==> config.mk <==
export PLATFORM = sky130hd
export DESIGN_NAME = mem_ctrl
export DESIGN_NICKNAME = d
export VERILOG_FILES = /design/src/rtl/mem_pkg.sv /design/src/rtl/mem_ctrl.sv
export SDC_FILE = /design/constraint.sdc
export NUM_CORES = 1
export LEC_CHECK = 0
export BUFFER_PORTS_ARGS = -buffer_cell sky130_fd_sc_hd__buf_2
export CORE_AREA = 5 5 133 135
export CTS_CLUSTER_DIAMETER = 100
export CTS_CLUSTER_SIZE = 40
export DETAILED_ROUTE_END_ITERATION = 16
export DIE_AREA = 0 0 138 140
export GPL_ROUTABILITY_DRIVEN = 0
export SLEW_MARGIN = 0
export SYNTH_ARGS = -nofsm -noshare
export SYNTH_HDL_FRONTEND = slang
export SYNTH_SLANG_ARGS = --single-unit
==> constraint.sdc <==
create_clock -name clk -period 4.9 [get_ports clk]
set_clock_uncertainty 0.05 [all_clocks]
set_input_delay 0.98 -clock clk [delete_from_list [all_inputs] [get_ports clk]]
set_output_delay 0.98 -clock clk [all_outputs]
set_load 0.05 [all_outputs]
==> src/rtl/boot_rom_init.hex <==
// One 32-bit boot word per line, word index 0 first
C0DE0000
C0DE0001
C0DE0002
C0DE0003
C0DE0004
C0DE0005
C0DE0006
C0DE0007
C0DE0008
C0DE0009
C0DE000A
C0DE000B
C0DE000C
C0DE000D
C0DE000E
C0DE000F
C0DE0010
C0DE0011
C0DE0012
C0DE0013
C0DE0014
C0DE0015
C0DE0016
C0DE0017
C0DE0018
C0DE0019
C0DE001A
C0DE001B
C0DE001C
C0DE001D
C0DE001E
C0DE001F
C0DE0020
C0DE0021
C0DE0022
C0DE0023
C0DE0024
C0DE0025
C0DE0026
C0DE0027
C0DE0028
C0DE0029
C0DE002A
C0DE002B
C0DE002C
C0DE002D
C0DE002E
C0DE002F
C0DE0030
C0DE0031
C0DE0032
C0DE0033
C0DE0034
C0DE0035
C0DE0036
C0DE0037
C0DE0038
C0DE0039
C0DE003A
C0DE003B
C0DE003C
C0DE003D
C0DE003E
C0DE003F
C0DE0040
C0DE0041
C0DE0042
C0DE0043
C0DE0044
C0DE0045
C0DE0046
C0DE0047
C0DE0048
C0DE0049
C0DE004A
C0DE004B
C0DE004C
C0DE004D
C0DE004E
C0DE004F
C0DE0050
C0DE0051
C0DE0052
C0DE0053
C0DE0054
C0DE0055
C0DE0056
C0DE0057
C0DE0058
C0DE0059
C0DE005A
C0DE005B
C0DE005C
C0DE005D
C0DE005E
C0DE005F
C0DE0060
C0DE0061
C0DE0062
C0DE0063
C0DE0064
C0DE0065
C0DE0066
C0DE0067
C0DE0068
C0DE0069
C0DE006A
C0DE006B
C0DE006C
C0DE006D
C0DE006E
C0DE006F
C0DE0070
C0DE0071
C0DE0072
C0DE0073
C0DE0074
C0DE0075
C0DE0076
C0DE0077
C0DE0078
C0DE0079
C0DE007A
C0DE007B
C0DE007C
C0DE007D
C0DE007E
C0DE007F
==> src/rtl/mem_pkg.sv <==
package mem_pkg;

    // Bus widths
    localparam int ADDR_W   = 32;
    localparam int DATA_W   = 32;

    // Physical address split into region select and in-region offset
    localparam int SELECT_W = 8;
    localparam int OFFSET_W = ADDR_W - SELECT_W;

    // Address map, one select value per device region
    localparam logic [SELECT_W-1:0] ROM_SELECT = 8'h00;
    localparam logic [SELECT_W-1:0] RAM_SELECT = 8'h01;

    // Implemented depths; higher offset bits alias onto these words
    localparam int ROM_WORDS = 128;
    localparam int ROM_AW    = 7;
    localparam int RAM_WORDS = 1024;
    localparam int RAM_AW    = 10;

    // Boot image, one 32-bit hex word per line
    localparam string ROM_INIT_FILE = "/design/src/rtl/boot_rom_init.hex";

    // Decoder view of a physical address
    typedef struct packed {
        logic [SELECT_W-1:0] select;
        logic [OFFSET_W-1:0] offset;
    } mem_addr_split_t;

    // Requesters build the raw word, the decoder reads the split view
    typedef union packed {
        logic [ADDR_W-1:0] raw;
        mem_addr_split_t   split;
    } mem_addr_u;

    // One word access from an MMU
    typedef struct packed {
        logic              write;
        mem_addr_u         addr;
        logic [DATA_W-1:0] wdata;
    } mem_req_t;

    // Completion returned with ack
    typedef struct packed {
        logic [DATA_W-1:0] rdata;
        logic              err;
    } mem_rsp_t;

    // Region hit by the current access
    typedef enum logic [1:0] {
        REGION_ROM,
        REGION_RAM,
        REGION_NONE
    } mem_region_e;

endpackage

==> src/rtl/mem_ctrl.sv <==
`timescale 1ns/1ps

module mem_ctrl
    import mem_pkg::*;
(
    input  logic              clk,
    input  logic              arst_n,

    input  logic              immu_req,
    input  mem_req_t          immu_cmd,
    output logic              immu_ack,
    output mem_rsp_t          immu_rsp,

    input  logic              dmmu_req,
    input  mem_req_t          dmmu_cmd,
    output logic              dmmu_ack,
    output mem_rsp_t          dmmu_rsp,

    output mem_addr_u         cur_addr,
    output logic              cur_write,
    input  mem_region_e       region,
    input  logic              fault,

    output logic              rom_rd,
    output logic [ROM_AW-1:0] rom_index,
    input  logic [DATA_W-1:0] rom_rdata,

    output logic              ram_rd,
    output logic              ram_we,
    output logic [RAM_AW-1:0] ram_index,
    output logic [DATA_W-1:0] ram_wdata,
    input  logic [DATA_W-1:0] ram_rdata
);

    typedef enum logic [1:0] {
        ST_IDLE,
        ST_ACCESS,
        ST_RESPOND,
        ST_RELEASE
    } state_e;

    state_e   state;
    logic     grant_dmmu;
    logic     take;
    logic     granted_req;
    logic     access_ok;
    mem_req_t req_q;
    mem_rsp_t rsp_q;
    mem_rsp_t rsp_d;

    // Fixed priority with the dmmu first
    assign take        = (state == ST_IDLE) && (dmmu_req || immu_req);
    assign granted_req = grant_dmmu ? dmmu_req : immu_req;

    always_ff @(posedge clk or negedge arst_n) begin
        if (!arst_n) begin
            state      <= ST_IDLE;
            grant_dmmu <= 1'b0;
            immu_ack   <= 1'b0;
            dmmu_ack   <= 1'b0;
        end else begin
            case (state)
                ST_IDLE: begin
                    if (take) begin
                        grant_dmmu <= dmmu_req;
                        state      <= ST_ACCESS;
                    end
                end
                ST_ACCESS:  state <= ST_RESPOND;
                ST_RESPOND: begin
                    dmmu_ack <= grant_dmmu;
                    immu_ack <= !grant_dmmu;
                    state    <= ST_RELEASE;
                end
                default: begin
                    // Hold ack until the winner lets go of req
                    if (!granted_req) begin
                        dmmu_ack <= 1'b0;
                        immu_ack <= 1'b0;
                        state    <= ST_IDLE;
                    end
                end
            endcase
        end
    end

    always_ff @(posedge clk) begin
        if (take) begin
            req_q <= dmmu_req ? dmmu_cmd : immu_cmd;
        end
        if (state == ST_RESPOND) begin
            rsp_q <= rsp_d;
        end
    end

    assign cur_addr  = req_q.addr;
    assign cur_write = req_q.write;

    // One strobe cycle in ACCESS unless the access faults
    assign access_ok = (state == ST_ACCESS) && !fault;
    assign rom_rd    = access_ok && (region == REGION_ROM);
    assign ram_rd    = access_ok && (region == REGION_RAM) && !req_q.write;
    assign ram_we    = access_ok && (region == REGION_RAM) && req_q.write;
    assign rom_index = req_q.addr.split.offset[ROM_AW+1:2];
    assign ram_index = req_q.addr.split.offset[RAM_AW+1:2];
    assign ram_wdata = req_q.wdata;

    // Writes and faults complete with zero data
    always_comb begin
        rsp_d.err   = fault;
        rsp_d.rdata = '0;
        if (!fault && !req_q.write) begin
            rsp_d.rdata = (region == REGION_ROM) ? rom_rdata : ram_rdata;
        end
    end

    // Only the acked port looks at its response
    assign immu_rsp = rsp_q;
    assign dmmu_rsp = rsp_q;

    a_ack_exclusive: assert property (@(posedge clk) disable iff (!arst_n)
        !(immu_ack && dmmu_ack));

    // Ack is up on the third edge after the grant
    a_ack_latency: assert property (@(posedge clk) disable iff (!arst_n)
        take |-> ##3 (immu_ack || dmmu_ack));

    // Ack stays up while its requester still holds req
    a_ack_hold: assert property (@(posedge clk) disable iff (!arst_n)
        ((dmmu_ack && dmmu_req) || (immu_ack && immu_req)) |=> (dmmu_ack || immu_ack));

endmodule

-- Word-level counts from Yosys, hierarchy flattened
Cells that the tools add are included.
- register bits after elaboration: 103
- word-level logic and storage cells: 42
- input port bits: 201
- output and inout port bits: 153
- muxes and demuxes: 9
- equal/unequal tests: 6
- reductions and logical operators: 17
- bitwise operators: 1
- operators with widths (operator ; number):
    $mux 65 ; 1
    $mux 32 ; 1
    $logic_and 1x1->1 ; 7
    $pmux 2 s3 ; 1
    $reduce_and 2->1 ; 3
    $eq 2x1->1 const B ; 2
    $logic_not 2->1 ; 2
    $mux 2 ; 2
    $ne 4x1->1 const B ; 1
    $pmux 1 s2 ; 2
    $logic_not 1->1 ; 3
    $eq 2x2->1 const B ; 1
    $mux 1 ; 2
    $ne 2x1->1 const B ; 1
    $ne 2x2->1 const B ; 1
    $reduce_or 2->1 ; 1
    $logic_or 1x1->1 ; 1
    $not 1->1 ; 1

-- Depth between registers and ports, before layout
- depth in word-level cells: 4
- gate-level depth with buffers: 6
- gate-level depth less buffers: 5

-- Worst setup path before layout
Ideal clock, no wire load.
- path type: input to output
- start point: input port region[1]
- end point: output port rom_rd
- cell stages on the path: 4
- setup slack: 1.228 ns
- data required time: 3.870 ns
- buffers on the path: 2
- data arrival time: 2.642 ns
- path through: or2_1 -> buf_2 -> buf_2 -> nor3b_1
- word-level cells in the longest chain between the ends: 2
- RTL lines (what ; line ; text):
    start: declaration ; mem_ctrl.sv:21 ; input mem_region_e region,
    $logic_not 2->1 ; mem_ctrl.sv:101 ; assign rom_rd = access_ok && (region == REGION_ROM);
    $logic_and 1x1->1 ; mem_ctrl.sv:101 ;
    end: declaration ; mem_ctrl.sv:24 ; output logic rom_rd,
Every way passes these cells.

-- Worst setup path after layout
Ends and elaborated chain as after synthesis.

==> flow_summary.yaml <==
clock_network:
  cts_root_buf: "clkbuf_16"
  cts_resized: 0
  cts_max_level: 3
  clk_pin_slew_ps: 70
  hold_buffers: 0
  clkLatencyLatePin_ps: 340
  tritoncts: "built"
  post_cts_buffers: 0
  cts_made_buffers: 9
  cts.sinks: 103
  cts.path.max_buffers: 2
placed_design:
  hpwl_um: 12300
  place_area_um2: 6540
  pre_cts_ws_ps: 1520
  portBuffers: 353
cells_and_area:
  fin_area_um2: 6840
  syn2layout_area_growth_pct: 38.0
  nNetsFinal: 875
  antenna_cells: 0
  drive_gt1_frac: 0.654
  layout_commonest_cell: "buf_2"
  layout_common_cells: "buf_2, edfxtp_1, nand2_1, mux2_2, a21oi_1"
power_and_ir_drop:
  p_leak_nw: 3.13
  swShare: 0.506
  combPwrFrac: 0.507
  p_per_area_nw_per_um2: 639
  power.switching_mw: 2.21
  peakVddDrop_v: 0.000299
  p_seq_frac: 0.330
  clockPowerShare: 0.162
  power.internal_mw: 2.16
floorplanning:
  die_w_um: 138
  rows: 47
  dieArea_um2: 19300
  io_pins: 354
  fp.coreArea_um2: 16300
  start_util: 0.303
  die_h_um: 140
routing:
  via_count: 3951
  viasPerCell: 4.42
  routed_wl_um: 15200
  ant_nets: 0
  dr.pass1.iters: 6
  wire_per_inst_um: 17.1
  drc: 0
  first_iter_violations: 139
synthesis:
  synth_fa_ha_area_frac: 0.0126
  synth_xor_area_frac: 0
  syn_area_um2: 4950
  synth_compound_area_frac: 0.0518
  synth_mux_area_frac: 0.151
  yosysWarningCount: 0
  syn_nets: 576
  syn_inst: 370
  yosysSeqAreaShare: 0.619
  ys_types: 24
  syn_area_per_cell_um2: 13.4
  ys_seq_elements: 103
  synth_top_family_by_area: "multiplexers"
  yosys.area_share.simple: 0.0642
timing:
  tns_ps: 0
  max_slew_margin: 0.284
  fmax_mhz: 297
  worst_pin_slew_ps: 1070
  setup_ws_ps: 1540
  setup_viol_count_final: 0
  min_period_ps: 3360
  min_period_over_period: 0.686
  hold_violations: 0
  maxSlewViolCount: 0
  rsz0062_at_grt: "no"
worst_hold_path:
  min_path_type: "input port to async pin"
setup_path:
  critPathCaptureType: "primary output"
  path_max_fanout: 33
  critPathLaunchType: "input port"
  crit_required_ps: 3870
  cp.arrival_ps: 2330
  critPathKind: "input port to primary output"
outcome:
  status: "complete, no violations"
global_routing:
  track_usage: 0.148
  grt_max_degree: 45
  antenna_found_initial: 2
  gr-total-overflow: 0
  grt_pass1_vias: 4242
  grt_pass1_wl_um: 22600
run:
  drv_cap: 0
## area by class of cell
cell class                 count  area (um^2)
clock buffer                  11          233
clock inverter                 5         58.8
fill                        1615         9510
inverter                       4         15.0
multi-input combinational    194         1390
sequential                   103         3070
tap                          220          275
timing repair buffer         357         1800
## logic make-up (layout without fill, tap and decap cells)
kind of cell / count (synthesis) / count (layout)
mux: 66 / 66
compound gates: 44 / 44
flops: 103 / 103
buf+inv: 73 / 377
simple gates: 79 / 79
fa+ha+maj: 5 / 5
## registers in the layout, indices dropped and copies added (netlist names)
register	flops
cur_addr	32
cur_write	1
dmmu_ack	1
dmmu_rsp	33
grant_dmmu	1
immu_ack	1
ram_wdata	32
state	2
## metal layers
metal	global-route usage	wire, um	vias up
li1	-	-	1871
met1	0.154	5490	1848
met2	0.267	8000	210
met3	0.0617	1480	18
met4	0.0546	258	4
met5	0	27	-
## metrics by stage
step,util,total power [mW],hold WS [ps],std cells
after CTS,0.418,4.43,377,894
after detailed placement,0.400,3.70,462,878
final,0.418,4.37,390,894
after global routing,0.418,4.55,385,894
after global placement,0.400,3.68,444,878
after floorplan,-,3.32,462,370
## worst max-delay path: stages
cell and delay, ps:
buf_2 110, or2_1 610, nor3b_1 320, buf_2 300
## power groups by stage
stage	clock network (mW)	logic (mW)	registers, mW
6_report	0.710	2.22	1.44
5_1_grt	0.771	2.31	1.48
4_1_cts	0.736	2.24	1.45
3_5_place_dp	0	2.24	1.46
3_3_place_gp	0	2.23	1.45
2_1_floorplan	0	1.00	2.32
## worst paths after layout
kind,startpoint,endpoint,slack [ps],cells after the start
setup reg to reg,state[0],cur_addr[31],2480,5
max in group asynchronous,arst_n,state[0],4260,1
hold reg to reg,immu_ack,immu_ack,480,1
setup / recovery,region[1],rom_rd,1540,4
hold / removal,arst_n,immu_ack,390,1
min in group clk,immu_ack,immu_ack,480,1
## synth_stat cells
cell type | count | area, um^2
nor2_1 | 6 | 22.5
o21bai_1 | 1 | 7.51
or2_1 | 1 | 6.26
a21oi_1 | 32 | 160
mux2_4 | 1 | 15.0
o21ai_0 | 3 | 15.0
o2bb2ai_1 | 2 | 17.5
nand2_1 | 67 | 251
or2_2 | 1 | 6.26
nor3b_1 | 1 | 7.51
inv_1 | 4 | 15.0
edfxtp_1 | 98 | 2940
buf_6 | 3 | 33.8
buf_4 | 50 | 375
or4bb_1 | 1 | 11.3
dfrtp_1 | 5 | 125
a22oi_1 | 2 | 15.0
buf_2 | 14 | 70.1
clkbuf_1 | 2 | 7.51
mux2_2 | 65 | 732
a22o_1 | 3 | 26.3
nand2b_1 | 2 | 12.5
a221oi_2 | 1 | 15.0
ha_1 | 5 | 62.6
Note: power is estimated with default switching activity, not from simulation.
